$ cat src/commit_pkg.sv
/*
  commit package
  widths, machine CSR addresses, opcode and state enums, and the
  packed structs shared by the commit and trap unit
*/

package commit_pkg;

  // --------------------------------------------------
  // widths
  // --------------------------------------------------
  localparam int xlen       = 32;
  localparam int reg_addr_w = 5;
  localparam int csr_addr_w = 12;
  localparam int cause_w    = 4;

  // --------------------------------------------------
  // machine CSR addresses
  // --------------------------------------------------
  localparam logic [csr_addr_w-1:0] csr_mtvec    = 12'h305;
  localparam logic [csr_addr_w-1:0] csr_mscratch = 12'h340;
  localparam logic [csr_addr_w-1:0] csr_mepc     = 12'h341;
  localparam logic [csr_addr_w-1:0] csr_mcause   = 12'h342;
  localparam logic [csr_addr_w-1:0] csr_mcycle   = 12'hB00;
  localparam logic [csr_addr_w-1:0] csr_minstret = 12'hB02;

  // raised for an unknown CSR address
  localparam logic [cause_w-1:0] cause_illegal_instr = 4'd2;

  typedef enum logic [1:0] {
    op_alu,
    op_csrrw,
    op_mret
  } commit_op_e;

  typedef enum logic [1:0] {
    st_run,
    st_redirect,
    st_halt
  } ctrl_state_e;

  // one finished instruction from the scoreboard
  typedef struct packed {
    commit_op_e              op;
    logic [xlen-1:0]         pc;
    logic [reg_addr_w-1:0]   rd;
    logic [csr_addr_w-1:0]   csr_addr;
    logic [xlen-1:0]         result;
    logic                    ex_valid;
    logic [cause_w-1:0]      ex_cause;
  } commit_entry_t;

  // register file write port
  typedef struct packed {
    logic                  we;
    logic [reg_addr_w-1:0] waddr;
    logic [xlen-1:0]       wdata;
  } wb_t;

  typedef struct packed {
    logic                  valid;
    commit_op_e            op;
    logic [csr_addr_w-1:0] addr;
    logic [xlen-1:0]       wdata;
    logic [xlen-1:0]       pc;
    logic                  ex_valid;
    logic [cause_w-1:0]    ex_cause;
  } csr_req_t;

  typedef struct packed {
    logic            valid;
    logic [xlen-1:0] target;
  } redirect_t;

  typedef struct packed {
    logic [xlen-1:0] mcycle;
    logic [xlen-1:0] minstret;
  } perf_t;

endpackage
$ cat src/commit_unit_top.sv
/*
  commit and trap unit top level
  connects controller, commit datapath, CSR file and counters
*/

`timescale 1ns/10ps

module commit_unit_top (
  input  logic                      clk_i,
  input  logic                      rst_ni,
  input  logic                      entry_valid_i,
  input  commit_pkg::commit_entry_t entry_i,
  input  logic                      halt_i,
  output logic                      entry_ack_o,
  output commit_pkg::wb_t           wb_o,
  output commit_pkg::redirect_t     redirect_o,
  output logic                      flush_o
);

  // --------------------------------------------------
  // internal wiring
  // --------------------------------------------------
  commit_pkg::csr_req_t        csr_req;
  commit_pkg::redirect_t       redirect_req;
  commit_pkg::perf_t           perf;
  logic [commit_pkg::xlen-1:0] csr_rdata;
  logic                        trap;
  logic                        retire;

  commit_ctrl commit_ctrl_i (
    .clk_i          ( clk_i         ),
    .rst_ni         ( rst_ni        ),
    .entry_valid_i  ( entry_valid_i ),
    .halt_i         ( halt_i        ),
    .redirect_req_i ( redirect_req  ),
    .entry_ack_o    ( entry_ack_o   ),
    .redirect_o     ( redirect_o    ),
    .flush_o        ( flush_o       )
  );

  commit_stage commit_stage_i (
    .clk_i       ( clk_i       ),
    .rst_ni      ( rst_ni      ),
    .entry_i     ( entry_i     ),
    .ack_i       ( entry_ack_o ),
    .trap_i      ( trap        ),
    .csr_rdata_i ( csr_rdata   ),
    .csr_req_o   ( csr_req     ),
    .retire_o    ( retire      ),
    .wb_o        ( wb_o        )
  );

  csr_regfile csr_regfile_i (
    .clk_i          ( clk_i        ),
    .rst_ni         ( rst_ni       ),
    .csr_req_i      ( csr_req      ),
    .perf_i         ( perf         ),
    .csr_rdata_o    ( csr_rdata    ),
    .trap_o         ( trap         ),
    .redirect_req_o ( redirect_req )
  );

  perf_counters perf_counters_i (
    .clk_i    ( clk_i  ),
    .rst_ni   ( rst_ni ),
    .retire_i ( retire ),
    .perf_o   ( perf   )
  );

endmodule

$ cat src/commit_stage.sv
/*
  commit datapath
  forms the CSR request from the acknowledged entry and
  registers the register file write one cycle later
*/

`timescale 1ns/10ps

module commit_stage (
  input  logic                        clk_i,
  input  logic                        rst_ni,
  input  commit_pkg::commit_entry_t   entry_i,
  input  logic                        ack_i,
  input  logic                        trap_i,
  input  logic [commit_pkg::xlen-1:0] csr_rdata_i,
  output commit_pkg::csr_req_t        csr_req_o,
  output logic                        retire_o,
  output commit_pkg::wb_t             wb_o
);

  logic                              wb_we_d;
  logic                              wb_we_q;
  logic [commit_pkg::reg_addr_w-1:0] wb_waddr_q;
  logic [commit_pkg::xlen-1:0]       wb_wdata_d;
  logic [commit_pkg::xlen-1:0]       wb_wdata_q;

  // --------------------------------------------------
  // CSR request
  // --------------------------------------------------
  assign csr_req_o.valid    = ack_i;
  assign csr_req_o.op       = entry_i.op;
  assign csr_req_o.addr     = entry_i.csr_addr;
  assign csr_req_o.wdata    = entry_i.result;
  assign csr_req_o.pc       = entry_i.pc;
  assign csr_req_o.ex_valid = entry_i.ex_valid;
  assign csr_req_o.ex_cause = entry_i.ex_cause;

  // mret also retires, only traps are excluded
  assign retire_o = ack_i & ~trap_i;

  // --------------------------------------------------
  // writeback select
  // --------------------------------------------------
  assign wb_we_d = retire_o & (entry_i.rd != '0) & (entry_i.op != commit_pkg::op_mret);

  // CSRRW returns the old CSR value
  assign wb_wdata_d = (entry_i.op == commit_pkg::op_csrrw) ? csr_rdata_i : entry_i.result;

  always_ff @(posedge clk_i or negedge rst_ni) begin
    if (!rst_ni) begin
      wb_we_q <= 1'b0;
    end else begin
      wb_we_q <= wb_we_d;
    end
  end

  always_ff @(posedge clk_i) begin
    if (wb_we_d) begin
      wb_waddr_q <= entry_i.rd;
      wb_wdata_q <= wb_wdata_d;
    end
  end

  assign wb_o.we    = wb_we_q;
  assign wb_o.waddr = wb_waddr_q;
  assign wb_o.wdata = wb_wdata_q;

endmodule

$ cat src/csr_regfile.sv
/*
  machine CSR file
  holds mtvec, mepc, mcause and mscratch, serves CSR reads,
  decides trap versus retire and supplies the redirect target
*/

`timescale 1ns/10ps

module csr_regfile (
  input  logic                        clk_i,
  input  logic                        rst_ni,
  input  commit_pkg::csr_req_t        csr_req_i,
  input  commit_pkg::perf_t           perf_i,
  output logic [commit_pkg::xlen-1:0] csr_rdata_o,
  output logic                        trap_o,
  output commit_pkg::redirect_t       redirect_req_o
);

  logic [commit_pkg::xlen-1:0]    mtvec_q;
  logic [commit_pkg::xlen-1:0]    mepc_q;
  logic [commit_pkg::xlen-1:0]    mcause_q;
  logic [commit_pkg::xlen-1:0]    mscratch_q;
  logic                           addr_known;
  logic                           is_csrrw;
  logic                           is_mret;
  logic [commit_pkg::cause_w-1:0] trap_cause;

  // --------------------------------------------------
  // read decode
  // --------------------------------------------------
  always_comb begin
    addr_known  = 1'b1;
    csr_rdata_o = '0;
    unique case (csr_req_i.addr)
      commit_pkg::csr_mtvec:    csr_rdata_o = mtvec_q;
      commit_pkg::csr_mepc:     csr_rdata_o = mepc_q;
      commit_pkg::csr_mcause:   csr_rdata_o = mcause_q;
      commit_pkg::csr_mscratch: csr_rdata_o = mscratch_q;
      commit_pkg::csr_mcycle:   csr_rdata_o = perf_i.mcycle;
      commit_pkg::csr_minstret: csr_rdata_o = perf_i.minstret;
      default:                  addr_known  = 1'b0;
    endcase
  end

  // --------------------------------------------------
  // trap and return decision
  // --------------------------------------------------
  assign is_csrrw = (csr_req_i.op == commit_pkg::op_csrrw);
  assign is_mret  = (csr_req_i.op == commit_pkg::op_mret);

  assign trap_o = csr_req_i.valid & (csr_req_i.ex_valid | (is_csrrw & ~addr_known));

  // upstream exception first, else the unknown CSR
  assign trap_cause = csr_req_i.ex_valid ? csr_req_i.ex_cause
                                         : commit_pkg::cause_illegal_instr;

  assign redirect_req_o.valid  = trap_o | (csr_req_i.valid & is_mret);
  assign redirect_req_o.target = trap_o ? mtvec_q : mepc_q;

  // --------------------------------------------------
  // CSR updates on the acknowledging edge
  // --------------------------------------------------
  always_ff @(posedge clk_i or negedge rst_ni) begin
    if (!rst_ni) begin
      mtvec_q    <= '0;
      mepc_q     <= '0;
      mcause_q   <= '0;
      mscratch_q <= '0;
    end else if (trap_o) begin
      mepc_q   <= csr_req_i.pc;
      mcause_q <= {{(commit_pkg::xlen-commit_pkg::cause_w){1'b0}}, trap_cause};
    end else if (csr_req_i.valid && is_csrrw) begin
      // counters are read-only here
      unique case (csr_req_i.addr)
        commit_pkg::csr_mtvec:    mtvec_q    <= csr_req_i.wdata;
        commit_pkg::csr_mepc:     mepc_q     <= csr_req_i.wdata;
        commit_pkg::csr_mcause:   mcause_q   <= csr_req_i.wdata;
        commit_pkg::csr_mscratch: mscratch_q <= csr_req_i.wdata;
        default: ;
      endcase
    end
  end

endmodule

$ cat src/perf_counters.sv
/*
  performance counters
  free-running mcycle and retired-instruction minstret,
  both full width and wrapping
*/

`timescale 1ns/10ps

module perf_counters (
  input  logic              clk_i,
  input  logic              rst_ni,
  input  logic              retire_i,
  output commit_pkg::perf_t perf_o
);

  logic [commit_pkg::xlen-1:0] mcycle_q;
  logic [commit_pkg::xlen-1:0] minstret_q;

  // --------------------------------------------------
  // cycle counter
  // --------------------------------------------------
  always_ff @(posedge clk_i or negedge rst_ni) begin
    if (!rst_ni) begin
      mcycle_q <= '0;
    end else begin
      mcycle_q <= mcycle_q + 1'b1;
    end
  end

  // --------------------------------------------------
  // retired instructions
  // --------------------------------------------------
  // counts on the same edge as the retiring handshake
  always_ff @(posedge clk_i or negedge rst_ni) begin
    if (!rst_ni) begin
      minstret_q <= '0;
    end else if (retire_i) begin
      minstret_q <= minstret_q + 1'b1;
    end
  end

  assign perf_o.mcycle   = mcycle_q;
  assign perf_o.minstret = minstret_q;

endmodule

$ cat src/commit_ctrl.sv
/*
  commit controller
  gates retirement, turns a redirect request into a one-cycle
  redirect and flush pulse, and parks the unit while halted
*/

`timescale 1ns/10ps

module commit_ctrl (
  input  logic                  clk_i,
  input  logic                  rst_ni,
  input  logic                  entry_valid_i,
  input  logic                  halt_i,
  input  commit_pkg::redirect_t redirect_req_i,
  output logic                  entry_ack_o,
  output commit_pkg::redirect_t redirect_o,
  output logic                  flush_o
);

  commit_pkg::ctrl_state_e state_q, state_d;
  logic [commit_pkg::xlen-1:0] target_q;

  // retire only while running and not being halted this cycle
  assign entry_ack_o = entry_valid_i & ~halt_i & (state_q == commit_pkg::st_run);

  // --------------------------------------------------
  // next state
  // --------------------------------------------------
  always_comb begin
    state_d = state_q;
    unique case (state_q)
      commit_pkg::st_run: begin
        // redirect wins over halt so it never gets lost
        if (redirect_req_i.valid) begin
          state_d = commit_pkg::st_redirect;
        end else if (halt_i) begin
          state_d = commit_pkg::st_halt;
        end
      end
      commit_pkg::st_redirect: begin
        state_d = halt_i ? commit_pkg::st_halt : commit_pkg::st_run;
      end
      commit_pkg::st_halt: begin
        if (!halt_i) begin
          state_d = commit_pkg::st_run;
        end
      end
      default: state_d = commit_pkg::st_halt;
    endcase
  end

  // leave reset in halt so ack stays low until the first clock
  always_ff @(posedge clk_i or negedge rst_ni) begin
    if (!rst_ni) begin
      state_q <= commit_pkg::st_halt;
    end else begin
      state_q <= state_d;
    end
  end

  // target follows the request taken in st_run
  always_ff @(posedge clk_i) begin
    if (redirect_req_i.valid) begin
      target_q <= redirect_req_i.target;
    end
  end

  // --------------------------------------------------
  // redirect and flush pulse
  // --------------------------------------------------
  assign redirect_o.valid  = (state_q == commit_pkg::st_redirect);
  assign redirect_o.target = target_q;
  assign flush_o           = (state_q == commit_pkg::st_redirect);

endmodule

$ cat config.mk
export PLATFORM = sky130hd
export DESIGN_NAME = commit_unit_top
export DESIGN_NICKNAME = d
export VERILOG_FILES = /design/src/commit_pkg.sv /design/src/commit_unit_top.sv /design/src/commit_stage.sv /design/src/csr_regfile.sv /design/src/perf_counters.sv /design/src/commit_ctrl.sv
export SDC_FILE = /design/constraint.sdc
export NUM_CORES = 1
export LEC_CHECK = 0
export ABC_AREA = 0
export BUFFER_PORTS_ARGS = -buffer_cell sky130_fd_sc_hd__buf_2
export CAP_MARGIN = 25
export CORE_ASPECT_RATIO = 0.9
export CORE_MARGIN = 8
export CORE_UTILIZATION = 31
export DETAILED_ROUTE_END_ITERATION = 10
export PLACE_DENSITY_LB_ADDON = 0.3
export REMOVE_ABC_BUFFERS = 1
export SYNTH_ARGS = -nofsm -noshare
export SYNTH_HDL_FRONTEND = slang
export SYNTH_HIERARCHICAL = 1
export SYNTH_SLANG_ARGS = --single-unit
export TNS_END_PERCENT = 20
$ cat constraint.sdc
create_clock -name clk_i -period 7.4 [get_ports clk_i]
set_input_delay 0.74 -clock clk_i [delete_from_list [all_inputs] [get_ports clk_i]]
set_output_delay 0.74 -clock clk_i [all_outputs]
set_load 0.02 [all_outputs]
# [Yosys cells after proc, flatten, opt, wreduce, memory -nomap -nowiden]
# Index checks and enable logic that the tools add are counted.
[op_classes] n_addsub=2 n_mul=0 n_div=0 n_lt_le_gt_ge=0 n_eq_ne=13 shifts=0 muxes=16 n_bitwise=13 reduce_logical=12
[op_table] cell="$mux W32" count=8
[op_table] cell="$pmux W32 S6" count=1
[op_table] cell="$add A32 B1 Y32 const B" count=2
[op_table] cell="$eq A12 B10 Y1 const B" count=4
[op_table] cell="$eq A12 B12 Y1 const B" count=2
[op_table] cell="$and A1 B1 Y1" count=8
[op_table] cell="$mux W2" count=4
[op_table] cell="$pmux W2 S3" count=1
[op_table] cell="$reduce_and A2 Y1" count=3
[op_table] cell="$reduce_and A3 Y1" count=2
[op_table] cell="$reduce_bool A2 Y1" count=3
[op_table] cell="$reduce_or A6 Y1" count=1
[op_table] cell="$reduce_bool A5 Y1" count=1
[op_table] cell="$eq A2 B1 Y1 const B" count=2
[op_table] cell="$eq A2 B2 Y1 const B" count=2
[op_table] cell="$mux W4" count=1
[op_table] cell="$ne A2 B2 Y1 const B" count=2
[op_table] cell="$ne A3 B2 Y1 const B" count=1
[op_table] cell="$not A1 Y1" count=3
[op_table] cell="$logic_not A2 Y1" count=1
[op_table] cell="$or A1 B1 Y1" count=2
[op_table] cell="$logic_and A1 B1 Y1" count=1
[op_table] cell="$mux W1" count=1
[word_totals] reg_bits=264 latch_bits=0 ramBits=0 romBits=0 input_bits=92 out_inout_bits=73 memories=0

# [Logic depth before layout (Yosys ltp)]
[depth] word_depth=11 mapped_depth=13 ltp_nobuf=8

# [Hierarchy]
# The synthesis kept the hierarchy.
[by_module_without_submodules] module="csr_regfile" instances=1 cells_per_inst=636 area_each_um2=6902.9 seq_area_each_um2=3203.1
[by_module_without_submodules] module="perf_counters" instances=1 cells_per_inst=249 area_each_um2=2926.6 seq_area_each_um2=1601.5
[by_module_without_submodules] module="commit_stage" instances=1 cells_per_inst=164 area_each_um2=2240.9 seq_area_each_um2=1136.1
[by_module_without_submodules] module="commit_ctrl" instances=1 cells_per_inst=40 area_each_um2=1062.3 seq_area_each_um2=1012.2

# [Least setup slack after synthesis]
# Ideal clock, no wire load.
[synth_path] kind="input -> register" from="input port entry_i[48] in the netlist's numbering" to="register commit_stage_i/wb_waddr_q[0] in the netlist's numbering, enable pin" setup_time_ps=400 arrival_time_ps=3595 t_required_ps=7000 slack_ps=3405 stages=10 path_buffers=5 path_cell_list="buf_4 -> and4bb_4 -> and4_1 -> buf_2 -> o41ai_4 -> buf_6 -> buf_6 -> buf_4 -> nor2b_1 -> o221a_1"
[synth_via] elab_chain_cells=11
[synth_lines] element="start: declaration" line_no="commit_unit_top.sv:12" text="input commit_pkg::commit_entry_t entry_i,"
[synth_lines] element="$eq A12 B12 Y1 / $eq A12 B10 Y1 (equally long branches)" line_no="csr_regfile.sv:34" text="unique case (csr_req_i.addr)"
[synth_lines] element="$reduce_or A6 Y1 (no source line) (*)"
[synth_lines] element="$mux W1 (*)" line_no="csr_regfile.sv:34"
[synth_lines] element="$not A1 Y1 (*)" line_no="csr_regfile.sv:51" text="assign trap_o = csr_req_i.valid & (csr_req_i.ex_valid | (is_csrrw & ~addr_known));"
[synth_lines] element="$and A1 B1 Y1 (*)" line_no="csr_regfile.sv:51"
[synth_lines] element="$or A1 B1 Y1 (*)" line_no="csr_regfile.sv:51"
[synth_lines] element="$and A1 B1 Y1 (*)" line_no="csr_regfile.sv:51"
[synth_lines] element="via trap" line_no="commit_unit_top.sv:27" text="logic trap;"
[synth_lines] element="$not A1 Y1 (no source line) (*)"
[synth_lines] element="$and A1 B1 Y1 (*)" line_no="commit_stage.sv:39" text="assign retire_o = ack_i & ~trap_i;"
[synth_lines] element="via retire" line_no="commit_unit_top.sv:28" text="logic retire;"
[synth_lines] element="$and A1 B1 Y1 (*) (2 in series)" line_no="commit_stage.sv:44" text="assign wb_we_d = retire_o & (entry_i.rd != '0) & (entry_i.op != commit_pkg::op_mret);"
[synth_lines] element="via commit_stage_i.wb_we_d" line_no="commit_stage.sv:21" text="logic wb_we_d;"
[synth_lines] element="end signal: assignment" line_no="commit_stage.sv:59" text="wb_waddr_q <= entry_i.rd;"
[synth_lines] element="end: declaration" line_no="commit_stage.sv:23" text="logic [commit_pkg::reg_addr_w-1:0] wb_waddr_q;"
# The timed path passes the listed nets; every way through them passes the cells marked *.
# A chain may end at the register's enable or synchronous reset.

==> flow_metrics.tcl <==
set metrics [dict create \
    postLayoutCoreUtil 0.353 \
    drive_gt1_frac 0.312 \
    async_flop_share 0.739 \
    slew-limit-headroom 0.283 \
    dieArea_sq_mm 0.0492 \
    clock_path_buffers 3 \
    clock_sinks 264 \
    cts_root_buf "clkbuf_16" \
    setup_viol 0 \
    yosys_warnings 6 \
    wire_per_inst_um 19.9 \
    crit_required_ns 7.69 \
    netSwitchingFraction 0.244 \
    path_buf_inv 2 \
    rsz0062_at_grt "false" \
    core-area_sq_mm 0.0418 \
    synth_cell_type_count 54 \
    cp_data_arrival_time_ns 4.41 \
    cts_tree "yes" \
    hold_buffers 0 \
    die_width_um 233 \
    initial_utilization 0.314 \
    critPathMaxFanout 66 \
    critPathCaptureType "flop" \
    ant_nets 0 \
    grt_pass1_vias 8908 \
    criticalPathCategory "flop to flop" \
    ctsResizeCount 0 \
    grt.total_usage 0.137 \
    place.gp.congestion 0.788 \
    fmax_mhz 243 \
    htree_levels 1 \
    grt_pass1_wl_mm 54.0 \
    cap_viol_max_count 0 \
    fillers 4120 \
    finalCriticalPeriod_ns 4.12 \
    rows 71 \
    vias 8447 \
    numPortBuffers 164 \
    tightest_slew_ns 1.07 \
    path_common_cell "buf_4" \
    internal_power_uw 2530 \
    cp_top_family "buffers and inverters" \
    layout_common_cells "dfrtp_1, buf_2, nand2_1" \
    vdd_ir_drop_max_v 0.000145 \
    total_power_uw 3350 \
    grt_overflow 0 \
    p_switching_uw 817 \
    clk_pin_slew_ns 0.06 \
    whs_ns 0.0243 \
    drtPass1Iterations 8 \
    crit_slowest_cell "nor4b_2" \
    p_clk_frac 0.422 \
    grt_max_degree 123 \
    status "complete, no violations" \
    layout.nets 1250 \
    syn2layout_area_growth_pct 12.4 \
    power.leakage_uw 0.00644 \
    drc 0 \
    hold_class "input port to async pin" \
    synthCells 1089 \
    drt-total-wl_mm 34.4 \
    synth_area_per_cell_sq_um 12.1 \
    ys_seq_area_frac 0.529 \
    pin_count 165 \
    crit_chain "nor4b_2 -> nand3b_1 -> o41ai_4 -> buf_4 -> buf_4 -> mux2_1" \
    viasPerCell 4.89 \
    cts_buffers 29 \
    clk_latency_ns 0.55 \
    die_h_um 211 \
    skew_ns 0.0168 \
    synth_seq_cells 264 \
    synth_edf_count 69 \
    power_frac_comb 0.082 \
    dp_hpwl_mm 22.9 \
    period_share 0.556 \
    place_worst_setup_slack_ns 2.96 \
    layout_setup_ws_ns 3.28 \
    final_max_slew_viol_count 0 \
    first_iter_violations 679 \
    power_frac_seq 0.496 \
    power_density_mw_per_mm2 227 \
    final_common_cell "dfrtp_1" \
    hold_viol_final 0 \
    fin_tns_setup_ns 0 \
    cpPeakStageDelay_ns 0.72 \
    antenna_found_initial 3 \
    synth_ff_type "dfrtp_1" \
    start_kind "flop" \
    syn_area_sq_mm 0.0131 \
    postCtsSetupBuffers 0 \
]
## state kept, by name, summed over array words and instances, names as in the netlist, 2 cells and up
| register | flops |
|---|---|
| commit_ctrl_i/target_q | 32 |
| commit_stage_i/wb_wdata_q | 32 |
| csr_regfile_i/mcause_q | 32 |
| csr_regfile_i/mepc_q | 32 |
| csr_regfile_i/mscratch_q | 32 |
| csr_regfile_i/mtvec_q | 32 |
| perf_counters_i/mcycle_q | 32 |
| perf_counters_i/minstret_q | 32 |
| commit_stage_i/wb_waddr_q | 5 |
| commit_ctrl_i/state_q | 2 |
## cell usage after synthesis (15+ instances only)
cell      instances  area share
a22oi_1          15      0.0086
nand4_1          19      0.0091
mux2_1           31       0.027
buf_4            92       0.053
dfrtp_1         194        0.37
nand2_1         138       0.039
xor2_1           20       0.013
a21oi_1          39       0.015
mux2_2          106       0.091
xnor2_1          42       0.028
mux2i_1          54       0.041
a222oi_1         32       0.024
clkbuf_1         25      0.0071
o21ai_0          24      0.0091
nand3_1          28       0.011
edfxtp_1         69        0.16
nor2_1           21      0.0060
buf_2            16      0.0061
## metrics by stage
step / instance area (sq um) / std cells
6_report: 14800 / 1728
3_3_place_gp: 13800 / 1670
3_5_place_dp: 13800 / 1670
5_1_grt: 14800 / 1727
4_1_cts: 14700 / 1724
2_1_floorplan: 12100 / 943
## power groups by stage
stage	registers [uW]	clock network (uW)	logic [uW]
final	1660	1410	275
after global routing	1670	1510	310
after CTS	1660	1460	277
after detailed placement	1690	0	275
after global placement	1690	0	269
after floorplan	1690	0	135
## worst register-to-register path: cells and delay by family, from the launching register on
family                 cells  cell delay [ns]
buffers and inverters      2             1.42
AOI/OAI and AO/OA          1             0.39
and+or+nand+nor            2             1.18
muxes                      1             0.45
DFF                        1             0.42
## kinds of logic (layout without fill, tap and decap cells)
| group | count (synthesis) | after routing | share of synthesized area |
|---|---|---|---|
| flops | 264 | 264 | 0.529 |
| compound gates | 131 | 131 | 0.0688 |
| fa+ha+maj | 2 | 2 | 0.00191 |
| other cells | 0 | 2 | 0 |
| mux | 198 | 198 | 0.167 |
| buf+inv | 155 | 245 | 0.0798 |
| simple gates | 277 | 277 | 0.112 |
| xor+xnor | 62 | 62 | 0.0413 |
## routing by layer
metal,up-vias,routed length [um],share of wire,global-route usage
met5,-,16,0.00047,0
met4,4,468,0.014,0.0248
met3,43,1700,0.049,0.0260
met2,163,15800,0.46,0.216
met1,4238,16400,0.48,0.195
li1,3999,-,-,-
## worst paths after layout
kind,from,cells past startpoint,end,slack [ns]
min in group clk_i,entry_i[51],1,commit_stage_i/wb_waddr_q[2],0.38
worst max register to register,commit_ctrl_i/state_q[0],6,commit_ctrl_i/target_q[20],3.28
max in group asynchronous,rst_ni,2,csr_regfile_i/mepc_q[17],6.57
worst min register to register,perf_counters_i/minstret_q[31],1,perf_counters_i/minstret_q[31],0.49
worst max-delay path,commit_ctrl_i/state_q[0],6,commit_ctrl_i/target_q[20],3.28
worst min-delay path,rst_ni,1,commit_ctrl_i/state_q[0],0.02
## final cells by class
class	count	area, sq um	share of cell area
Sequential cell	264	6950	0.471
Multi-Input combinational cell	670	5160	0.349
Timing Repair Buffer	182	1000	0.0680
Clock buffer	39	793	0.0537
Tap cell	547	684	0.0464
Clock inverter	15	133	0.00898
Inverter	9	33.8	0.00229
Antenna cell	2	5.00	0.000339
Power figures use the tool's default switching activity.
